--- config.mk ---
export PLATFORM = sky130hd
export DESIGN_NAME = ooo_core
export DESIGN_NICKNAME = d
export VERILOG_FILES = /design/src/verilog/ooo_pkg.sv /design/src/verilog/dispatch_if.sv /design/src/verilog/retire_if.sv /design/src/verilog/alu_unit.sv /design/src/verilog/issue_queue.sv /design/src/verilog/ooo_core.sv /design/src/verilog/rename_stage.sv /design/src/verilog/reorder_buffer.sv
export SDC_FILE = /design/constraint.sdc
export NUM_CORES = 2
export LEC_CHECK = 0
export BUFFER_PORTS_ARGS = -buffer_cell sky130_fd_sc_hd__buf_2
export CORE_UTILIZATION = 30
export DETAILED_ROUTE_END_ITERATION = 8
export PLACE_DENSITY_LB_ADDON = 0.3
export SLEW_MARGIN = 5
export SYNTH_ARGS = -nofsm -noshare
export SYNTH_HDL_FRONTEND = slang
export SYNTH_HIERARCHICAL = 1
export SYNTH_SLANG_ARGS = --single-unit
--- constraint.sdc ---
create_clock -name clk -period 7.97 [get_ports clk]
set_input_delay 0.3985 -clock clk [delete_from_list [all_inputs] [get_ports clk]]
set_output_delay 0.3985 -clock clk [all_outputs]
set_load 0.005 [all_outputs]
--- src/verilog/ooo_pkg.sv ---
package ooo_pkg;

    // core sizing
    localparam int XLEN       = 32;
    localparam int ARCH_REGS  = 32;
    localparam int ROB_DEPTH  = 8;  // also the number of tags
    localparam int IQ_DEPTH   = 4;
    localparam int ALU_STAGES = 2;

    localparam int AREG_W   = $clog2(ARCH_REGS);
    localparam int TAG_W    = $clog2(ROB_DEPTH);
    localparam int IQ_IDX_W = $clog2(IQ_DEPTH);
    localparam int CNT_W    = $clog2(ROB_DEPTH + 1);

    typedef logic [XLEN-1:0]   word_t;
    typedef logic [AREG_W-1:0] areg_t;
    typedef logic [TAG_W-1:0]  tag_t;   // rob slot index
    typedef logic [3:0]        opcode_t;

    // alu operations
    localparam opcode_t OP_ADD  = 4'd0;
    localparam opcode_t OP_SUB  = 4'd1;
    localparam opcode_t OP_AND  = 4'd2;
    localparam opcode_t OP_OR   = 4'd3;
    localparam opcode_t OP_XOR  = 4'd4;
    localparam opcode_t OP_SLL  = 4'd5;
    localparam opcode_t OP_SRL  = 4'd6;
    localparam opcode_t OP_SRA  = 4'd7;
    localparam opcode_t OP_SLT  = 4'd8;
    localparam opcode_t OP_SLTU = 4'd9;

endpackage

--- src/verilog/dispatch_if.sv ---
`timescale 1ns/1ps

interface dispatch_if import ooo_pkg::*; ();

    logic    fire;        // instruction accepted this cycle
    tag_t    tag;
    opcode_t op;
    areg_t   rd;
    word_t   src1_value;
    tag_t    src1_tag;
    logic    src1_ready;
    word_t   src2_value;
    tag_t    src2_tag;
    logic    src2_ready;

    logic    iq_ready;
    logic    rob_ready;
    tag_t    alloc_tag;   // next free rob slot

    modport rename (
        output fire, tag, op, rd,
        output src1_value, src1_tag, src1_ready,
        output src2_value, src2_tag, src2_ready,
        input  iq_ready, rob_ready, alloc_tag
    );

    modport queue (
        input  fire, tag, op,
        input  src1_value, src1_tag, src1_ready,
        input  src2_value, src2_tag, src2_ready,
        output iq_ready
    );

    modport rob (
        input  fire, rd,
        output rob_ready, alloc_tag
    );

endinterface

--- src/verilog/retire_if.sv ---
`timescale 1ns/1ps

interface retire_if import ooo_pkg::*; ();

    logic  en;      // commit handshake
    areg_t rd;
    tag_t  tag;
    word_t value;

    modport rob (
        output en, rd, tag, value
    );

    modport rename (
        input  en, rd, tag, value
    );

endinterface

--- src/verilog/alu_unit.sv ---
`timescale 1ns/1ps

module alu_unit import ooo_pkg::*; (
    input  logic    clk,
    input  logic    rst_n,
    input  logic    iss_valid,
    input  opcode_t iss_op,
    input  tag_t    iss_tag,
    input  word_t   iss_a,
    input  word_t   iss_b,
    output logic    res_valid,
    output tag_t    res_tag,
    output word_t   res_value
);

    logic [ALU_STAGES-1:0] vld_q;
    tag_t                  tag_q [ALU_STAGES];
    word_t                 val_q [ALU_STAGES];
    word_t                 result;

    always_comb begin
        case (iss_op)
            OP_ADD:  result = iss_a + iss_b;
            OP_SUB:  result = iss_a - iss_b;
            OP_AND:  result = iss_a & iss_b;
            OP_OR:   result = iss_a | iss_b;
            OP_XOR:  result = iss_a ^ iss_b;
            OP_SLL:  result = iss_a << iss_b[4:0];
            OP_SRL:  result = iss_a >> iss_b[4:0];
            OP_SRA:  result = word_t'($signed(iss_a) >>> iss_b[4:0]);
            OP_SLT:  result = word_t'($signed(iss_a) < $signed(iss_b));
            OP_SLTU: result = word_t'(iss_a < iss_b);
            default: result = '0;
        endcase
    end

    always_ff @(posedge clk) begin
        if (!rst_n)
            vld_q <= '0;
        else
            vld_q <= {vld_q[ALU_STAGES-2:0], iss_valid};
    end

    always_ff @(posedge clk) begin
        tag_q[0] <= iss_tag;
        val_q[0] <= result;
        for (int s = 1; s < ALU_STAGES; s++) begin
            tag_q[s] <= tag_q[s-1];
            val_q[s] <= val_q[s-1];
        end
    end

    assign res_valid = vld_q[ALU_STAGES-1];
    assign res_tag   = tag_q[ALU_STAGES-1];
    assign res_value = val_q[ALU_STAGES-1];

endmodule

--- src/verilog/issue_queue.sv ---
`timescale 1ns/1ps

module issue_queue import ooo_pkg::*; (
    input  logic    clk,
    input  logic    rst_n,
    input  logic    res_valid,
    input  tag_t    res_tag,
    input  word_t   res_value,
    dispatch_if.queue disp,
    output logic    iss_valid,
    output opcode_t iss_op,
    output tag_t    iss_tag,
    output word_t   iss_a,
    output word_t   iss_b
);

    logic [IQ_DEPTH-1:0] vld;
    logic [IQ_DEPTH-1:0] a_rdy, b_rdy;
    opcode_t             op_q  [IQ_DEPTH];
    tag_t                tag_q [IQ_DEPTH];
    tag_t                a_tag [IQ_DEPTH];
    tag_t                b_tag [IQ_DEPTH];
    word_t               a_val [IQ_DEPTH];
    word_t               b_val [IQ_DEPTH];
    logic [IQ_DEPTH-1:0] older [IQ_DEPTH];  // older[i][j] set when i came before j

    logic [IQ_DEPTH-1:0] rdy;
    logic [IQ_IDX_W-1:0] free_idx, sel_idx;

    assign rdy           = vld & a_rdy & b_rdy;
    assign disp.iq_ready = ~&vld;

    // lowest free entry
    always_comb begin
        free_idx = '0;
        for (int i = IQ_DEPTH - 1; i >= 0; i--)
            if (!vld[i])
                free_idx = IQ_IDX_W'(i);
    end

    // oldest ready entry
    always_comb begin
        logic blocked;
        iss_valid = 1'b0;
        sel_idx   = '0;
        for (int i = 0; i < IQ_DEPTH; i++) begin
            blocked = 1'b0;
            for (int j = 0; j < IQ_DEPTH; j++)
                if (j != i && rdy[j] && older[j][i])
                    blocked = 1'b1;
            if (rdy[i] && !blocked) begin
                iss_valid = 1'b1;
                sel_idx   = IQ_IDX_W'(i);
            end
        end
    end

    assign iss_op  = op_q[sel_idx];
    assign iss_tag = tag_q[sel_idx];
    assign iss_a   = a_val[sel_idx];
    assign iss_b   = b_val[sel_idx];

    always_ff @(posedge clk) begin
        if (!rst_n) begin
            vld <= '0;
        end else begin
            if (iss_valid)
                vld[sel_idx] <= 1'b0;
            if (disp.fire)
                vld[free_idx] <= 1'b1;
        end
    end

    always_ff @(posedge clk) begin
        for (int i = 0; i < IQ_DEPTH; i++) begin
            if (res_valid && !a_rdy[i] && a_tag[i] == res_tag) begin
                a_val[i] <= res_value;
                a_rdy[i] <= 1'b1;
            end
            if (res_valid && !b_rdy[i] && b_tag[i] == res_tag) begin
                b_val[i] <= res_value;
                b_rdy[i] <= 1'b1;
            end
        end
        if (disp.fire) begin
            op_q[free_idx]  <= disp.op;
            tag_q[free_idx] <= disp.tag;
            a_val[free_idx] <= disp.src1_value;
            a_tag[free_idx] <= disp.src1_tag;
            a_rdy[free_idx] <= disp.src1_ready;
            b_val[free_idx] <= disp.src2_value;
            b_tag[free_idx] <= disp.src2_tag;
            b_rdy[free_idx] <= disp.src2_ready;
            for (int j = 0; j < IQ_DEPTH; j++) begin
                older[j][free_idx] <= 1'b1;   // everyone present is older
                older[free_idx][j] <= 1'b0;
            end
        end
    end

endmodule

--- src/verilog/ooo_core.sv ---
`timescale 1ns/1ps

module ooo_core import ooo_pkg::*; (
    input  logic    clk,
    input  logic    rst_n,

    input  logic    in_valid,
    output logic    in_ready,
    input  opcode_t in_op,
    input  areg_t   in_rd,
    input  areg_t   in_rs1,
    input  areg_t   in_rs2,
    input  word_t   in_imm,
    input  logic    in_use_imm,

    output logic    commit_valid,
    input  logic    commit_ready,
    output areg_t   commit_rd,
    output word_t   commit_value
);

    dispatch_if disp ();
    retire_if   ret ();

    // result bus
    logic  res_valid;
    tag_t  res_tag;
    word_t res_value;

    // issue to alu
    logic    iss_valid;
    opcode_t iss_op;
    tag_t    iss_tag;
    word_t   iss_a, iss_b;

    rename_stage u_rename (
        .clk        (clk),
        .rst_n      (rst_n),
        .in_valid   (in_valid),
        .in_ready   (in_ready),
        .in_op      (in_op),
        .in_rd      (in_rd),
        .in_rs1     (in_rs1),
        .in_rs2     (in_rs2),
        .in_imm     (in_imm),
        .in_use_imm (in_use_imm),
        .res_valid  (res_valid),
        .res_tag    (res_tag),
        .res_value  (res_value),
        .disp       (disp.rename),
        .ret        (ret.rename)
    );

    issue_queue u_iq (
        .clk       (clk),
        .rst_n     (rst_n),
        .res_valid (res_valid),
        .res_tag   (res_tag),
        .res_value (res_value),
        .disp      (disp.queue),
        .iss_valid (iss_valid),
        .iss_op    (iss_op),
        .iss_tag   (iss_tag),
        .iss_a     (iss_a),
        .iss_b     (iss_b)
    );

    alu_unit u_alu (
        .clk       (clk),
        .rst_n     (rst_n),
        .iss_valid (iss_valid),
        .iss_op    (iss_op),
        .iss_tag   (iss_tag),
        .iss_a     (iss_a),
        .iss_b     (iss_b),
        .res_valid (res_valid),
        .res_tag   (res_tag),
        .res_value (res_value)
    );

    reorder_buffer u_rob (
        .clk          (clk),
        .rst_n        (rst_n),
        .res_valid    (res_valid),
        .res_tag      (res_tag),
        .res_value    (res_value),
        .disp         (disp.rob),
        .ret          (ret.rob),
        .commit_valid (commit_valid),
        .commit_ready (commit_ready),
        .commit_rd    (commit_rd),
        .commit_value (commit_value)
    );

endmodule

--- src/verilog/rename_stage.sv ---
`timescale 1ns/1ps

module rename_stage import ooo_pkg::*; (
    input  logic    clk,
    input  logic    rst_n,
    input  logic    in_valid,
    output logic    in_ready,
    input  opcode_t in_op,
    input  areg_t   in_rd,
    input  areg_t   in_rs1,
    input  areg_t   in_rs2,
    input  word_t   in_imm,
    input  logic    in_use_imm,
    input  logic    res_valid,
    input  tag_t    res_tag,
    input  word_t   res_value,
    dispatch_if.rename disp,
    retire_if.rename   ret
);

    logic [ARCH_REGS-1:0] rat_busy;
    tag_t                 rat_tag [ARCH_REGS];
    word_t                arch_rf [ARCH_REGS];
    word_t                val_file [ROB_DEPTH];
    logic [ROB_DEPTH-1:0] val_ok;     // tag has produced its value

    word_t s1_value, s2_value;
    tag_t  s1_tag, s2_tag;
    logic  s1_ready, s2_ready;

    function automatic void lookup(input areg_t r, output word_t v, output tag_t t,
                                   output logic rdy);
        t   = rat_tag[r];
        v   = '0;
        rdy = 1'b1;
        if (r == '0)
            v = '0;
        else if (!rat_busy[r])
            v = arch_rf[r];
        else if (val_ok[t])
            v = val_file[t];
        else if (res_valid && res_tag == t)
            v = res_value;              // bypass from the result bus
        else
            rdy = 1'b0;
    endfunction

    always_comb begin
        lookup(in_rs1, s1_value, s1_tag, s1_ready);
        lookup(in_rs2, s2_value, s2_tag, s2_ready);
    end

    assign in_ready        = disp.iq_ready & disp.rob_ready;
    assign disp.fire       = in_valid & in_ready;
    assign disp.tag        = disp.alloc_tag;
    assign disp.op         = in_op;
    assign disp.rd         = in_rd;
    assign disp.src1_value = s1_value;
    assign disp.src1_tag   = s1_tag;
    assign disp.src1_ready = s1_ready;
    // immediate replaces rs2
    assign disp.src2_value = in_use_imm ? in_imm : s2_value;
    assign disp.src2_tag   = in_use_imm ? tag_t'(0) : s2_tag;
    assign disp.src2_ready = in_use_imm | s2_ready;

    always_ff @(posedge clk) begin
        if (!rst_n) begin
            rat_busy <= '0;
            val_ok   <= '0;
            for (int i = 0; i < ARCH_REGS; i++)
                arch_rf[i] <= '0;
        end else begin
            if (res_valid)
                val_ok[res_tag] <= 1'b1;
            if (disp.fire)
                val_ok[disp.alloc_tag] <= 1'b0;
            if (ret.en) begin
                if (ret.rd != '0)
                    arch_rf[ret.rd] <= ret.value;
                if (rat_tag[ret.rd] == ret.tag)
                    rat_busy[ret.rd] <= 1'b0;
            end
            // a rename of the same register this cycle keeps it busy
            if (disp.fire && in_rd != '0)
                rat_busy[in_rd] <= 1'b1;
        end
    end

    always_ff @(posedge clk) begin
        if (res_valid)
            val_file[res_tag] <= res_value;
        if (disp.fire && in_rd != '0)
            rat_tag[in_rd] <= disp.alloc_tag;
    end

endmodule

--- src/verilog/reorder_buffer.sv ---
`timescale 1ns/1ps

module reorder_buffer import ooo_pkg::*; (
    input  logic  clk,
    input  logic  rst_n,
    input  logic  res_valid,
    input  tag_t  res_tag,
    input  word_t res_value,
    dispatch_if.rob disp,
    retire_if.rob   ret,
    output logic  commit_valid,
    input  logic  commit_ready,
    output areg_t commit_rd,
    output word_t commit_value
);

    areg_t                rd_q  [ROB_DEPTH];
    word_t                val_q [ROB_DEPTH];
    logic [ROB_DEPTH-1:0] done_q;

    tag_t             head, tail;   // wrap on their own, depth is a power of two
    logic [CNT_W-1:0] count;
    logic             push, pop;

    assign push = disp.fire;
    assign pop  = commit_valid & commit_ready;

    assign disp.alloc_tag = tail;
    assign disp.rob_ready = count < CNT_W'(ROB_DEPTH);

    // head goes out only once its result is back
    assign commit_valid = (count != '0) && done_q[head];
    assign commit_rd    = rd_q[head];
    assign commit_value = val_q[head];

    assign ret.en    = pop;
    assign ret.rd    = rd_q[head];
    assign ret.tag   = head;
    assign ret.value = val_q[head];

    always_ff @(posedge clk) begin
        if (!rst_n) begin
            head  <= '0;
            tail  <= '0;
            count <= '0;
        end else begin
            if (push)
                tail <= tail + 1'b1;
            if (pop)
                head <= head + 1'b1;
            case ({push, pop})
                2'b10:   count <= count + 1'b1;
                2'b01:   count <= count - 1'b1;
                default: count <= count;
            endcase
        end
    end

    always_ff @(posedge clk) begin
        if (!rst_n) begin
            done_q <= '0;
        end else begin
            if (res_valid)
                done_q[res_tag] <= 1'b1;
            if (push)
                done_q[tail] <= 1'b0;   // fresh slot waits for the alu
        end
    end

    always_ff @(posedge clk) begin
        if (res_valid)
            val_q[res_tag] <= res_value;
        if (push)
            rd_q[tail] <= disp.rd;
    end

endmodule

==> summary.txt <==
Run status
  • Status: complete, no violations

Synthesis
  • Syn. warnings: 6
  • Primary FF master, synth: edfxtp_1
  • Netlist Area Pre-Place: 113000 um^2
  • Synth area leader: edfxtp_1
  • Sequential share of the synthesized area: 0.552
  • Ys async rst share: 0
  • Post-synthesis cell type count: 107
  • Avg Inst Size Synth: 13.4 um^2
  • Synthesis-stage register bit count: 2137
  • Gate Count Post-Synth: 8446
  • Post-synth EDFFs: 1980
  • Synth area leaders: edfxtp_1, mux4_2, and2_1
  • Yosys top cell area share: 0.524

Pwr
  • Pwr/cell area: 244 nW/um^2
  • Max VDD drop: 208 uV
  • Leakage: 44.6 nW

Clock tree
  • CTS tree: yes
  • Clock sinks: 2137
  • Num CTS Buffers: 240
  • CTS root buf: clkbuf_16
  • Clock transition at path regs: 0.06 ns
  • Max clock buf depth: 4
  • Clock Latency Late Sink: 0.95 ns
  • H-tree levels: 4
  • Setup Buffers After CTS: 0

STA
  • Final period utilization: 0.780
  • Max-slew headroom: 0.101
  • Worst-Margin Slew: 1.34 ns
  • Endpoints failing setup: 0
  • WHS: 0.213 ns
  • Final worst path period need: 6.21 ns
  • Final TNS setup: 0 ns
  • Final hold vios: 0
  • Final clock skew: 0.124 ns
  • FMAX: 161 MHz
  • Slew Limit Fails: 0
  • RSZ-0062 raised after global routing: false

Worst setup path
  • CP Launch Point: u_iq/vld[1]
  • CP max FO: 25
  • Critical Path Max Stage Delay: 1.05 ns
  • Setup CP Type: flip-flop to flip-flop
  • Critical path cell sequence: nand3_1 -> o2111ai_2 -> nand2_2 -> nor2_4 -> buf_12 -> buf_12 -> a221o_1 -> inv_1 -> ha_1 -> nor2b_1 -> o21ai_0 -> a21oi_1 -> o41a_1 -> a2111oi_1 -> o41ai_1 -> a2111oi_1 -> a21bo_2 -> o41ai_1
  • Worst path arrival time: 6.99 ns
  • Crit end category: flip-flop
  • Slowest stage cell, crit path: a2111oi_1
  • Worst r2r src: u_iq/vld[1]
  • Crit start category: flip-flop
  • Data required, critical path: 8.75 ns

Detailed routing
  • # DRC: 0
  • First drt pass iteration count: 7
  • Vias post-DR: 75466
  • First DRT Iteration DRCs: 8629
  • Final wirelength: 397000 um
  • Via/cell ratio: 5.61
  • Final ANT Viol Nets: 0
  • Wirelength per Cell: 29.5 um

GRT
  • Initial antenna violation count: 28
  • Vias in the first global route: 75228
  • Total grt overflow: 0
  • GRT Total Usage: 0.202
  • First-pass GRT wire length: 558000 um
  • Largest net degree at the start of global routing: 106

Die
  • Die area: 380000 um^2
  • FP Rows: 225
  • Die Width: 617 um
  • Core area: 376000 um^2
  • Die Ht: 617 um
  • Initial Util: 0.302
  • IO Pins: 95

Finish
  • Area Growth Syn to Fin: 11.8%
  • Most frequent cells in the layout: edfxtp_1, and2_1, nand2_1
  • Commonest non-fill, non-tap cell in the layout: edfxtp_1
  • Final nets: 8396
  • Share of layout cells above drive strength 1: 0.193

Worst hold path
  • Worst min path class: input pin to flip-flop
  • Launch point of the worst hold path: in_valid

Placed design
  • PortBufs: 94
  • Routability cong.: 0.922
  • Dpl hpwl: 247000 um

Flow run
  • Max-cap violations: 0
==> kinds of logic (layout without fill, tap and decap cells) <==
logic type                 after synthesis  count (layout)  share of synthesized area
muxes                                 1399            1399                      0.200
other                                    1              63                  0.0000331
AOI/OAI and AO/OA                     1219            1219                     0.0774
and+or+nand+nor                       2614            2614                      0.116
xor gates and xnor gates                42              42                    0.00324
adders and majority gates              105             105                     0.0117
DFF                                   2137            2137                      0.552
buffers and inverters                  929             884                     0.0397
==> worst paths after layout <==
kind                            slack, ns  cells past startpoint            endpoint
worst max-delay path                 1.76                     18  u_alu/val_q[0][29]
worst min-delay path                 0.21                      4  u_rename/val_ok[0]
worst max register to register       1.76                     18  u_alu/val_q[0][29]
worst min register to register       0.33                      0  u_alu/val_q[0][47]
==> Yosys cell counts (111+ instances only) <==
cell type,n
mux4_2,678
and2_1,1014
edfxtp_1,1980
a21oi_1,218
nor2_1,324
clkbuf_1,479
buf_2,111
inv_1,118
mux2_2,134
mux2i_1,585
o21ai_0,235
nand2_1,975
dfxtp_1,157
==> worst max-delay path, delay by kind of cell (launching register included) <==
| kind | cells | cell delay [ns] |
|---|---|---|
| AOI/OAI and AO/OA | 10 | 3.48 |
| and+or+nand+nor | 4 | 1.01 |
| buffers and inverters | 3 | 0.56 |
| DFF | 1 | 0.45 |
| adders and majority gates | 1 | 0.58 |
==> routing by layer <==
metal,vias to the layer above,track usage,share of wire
met1,39165,0.257,0.39
met3,876,0.0303,0.075
li1,31721,-,-
met4,0,0.0881,0.048
met5,-,0,0
met2,3704,0.341,0.48
==> cell type report <==
cell class / instances / area, um^2
fillers: 36360 / 249000
clock inverters: 142 / 1340
well taps: 4994 / 6250
repair buffers: 316 / 2350
multi-input cells: 5414 / 47300
inverters: 126 / 478
diodes: 28 / 70.1
flip-flops and latches: 2137 / 62600
clock buffers: 300 / 6340
==> stage by stage <==
stage | cell area (um^2) | worst slack (ns) | total power (W) | instances | utilization
6_report | 127000 | 1.76 | 0.0310 | 13457 | 0.337
2_1_floorplan | 114000 | 2.34 | 0.0179 | 8480 | -
3_5_place_dp | 119000 | 1.85 | 0.0201 | 12977 | 0.316
3_3_place_gp | 119000 | 1.86 | 0.0200 | 12977 | 0.316
4_1_cts | 127000 | 1.83 | 0.0310 | 13429 | 0.337
5_1_grt | 127000 | 1.31 | 0.0320 | 13434 | 0.337
==> power by group <==
part	total, W	switching (W)	internal (W)
logic	0.00586	0.00387	0.00199
registers	0.0141	0.000762	0.0133
clock network	0.0110	0.00466	0.00635
total	0.0310	0.00930	0.0217
==> sequential cells by signal, summed over array words and instances, names as in the netlist, 32 cells and up, named ones only <==
signal,cells
u_rename/val_file,256
u_rename/rat_tag,96
u_rename/arch_rf,1024
u_rob/rd_q,40
u_rename/rat_busy,32
u_iq/b_val,128
u_rob/val_q,256
u_iq/a_val,128
u_alu/val_q,64
==> timing repair <==
action	in CTS	in global routing
resized for setup	0	0
hold buffers	10	0
endpoints found under the setup margin	0	0
hold endpoints to repair	59	0
Power figures use the tool's default switching activity.
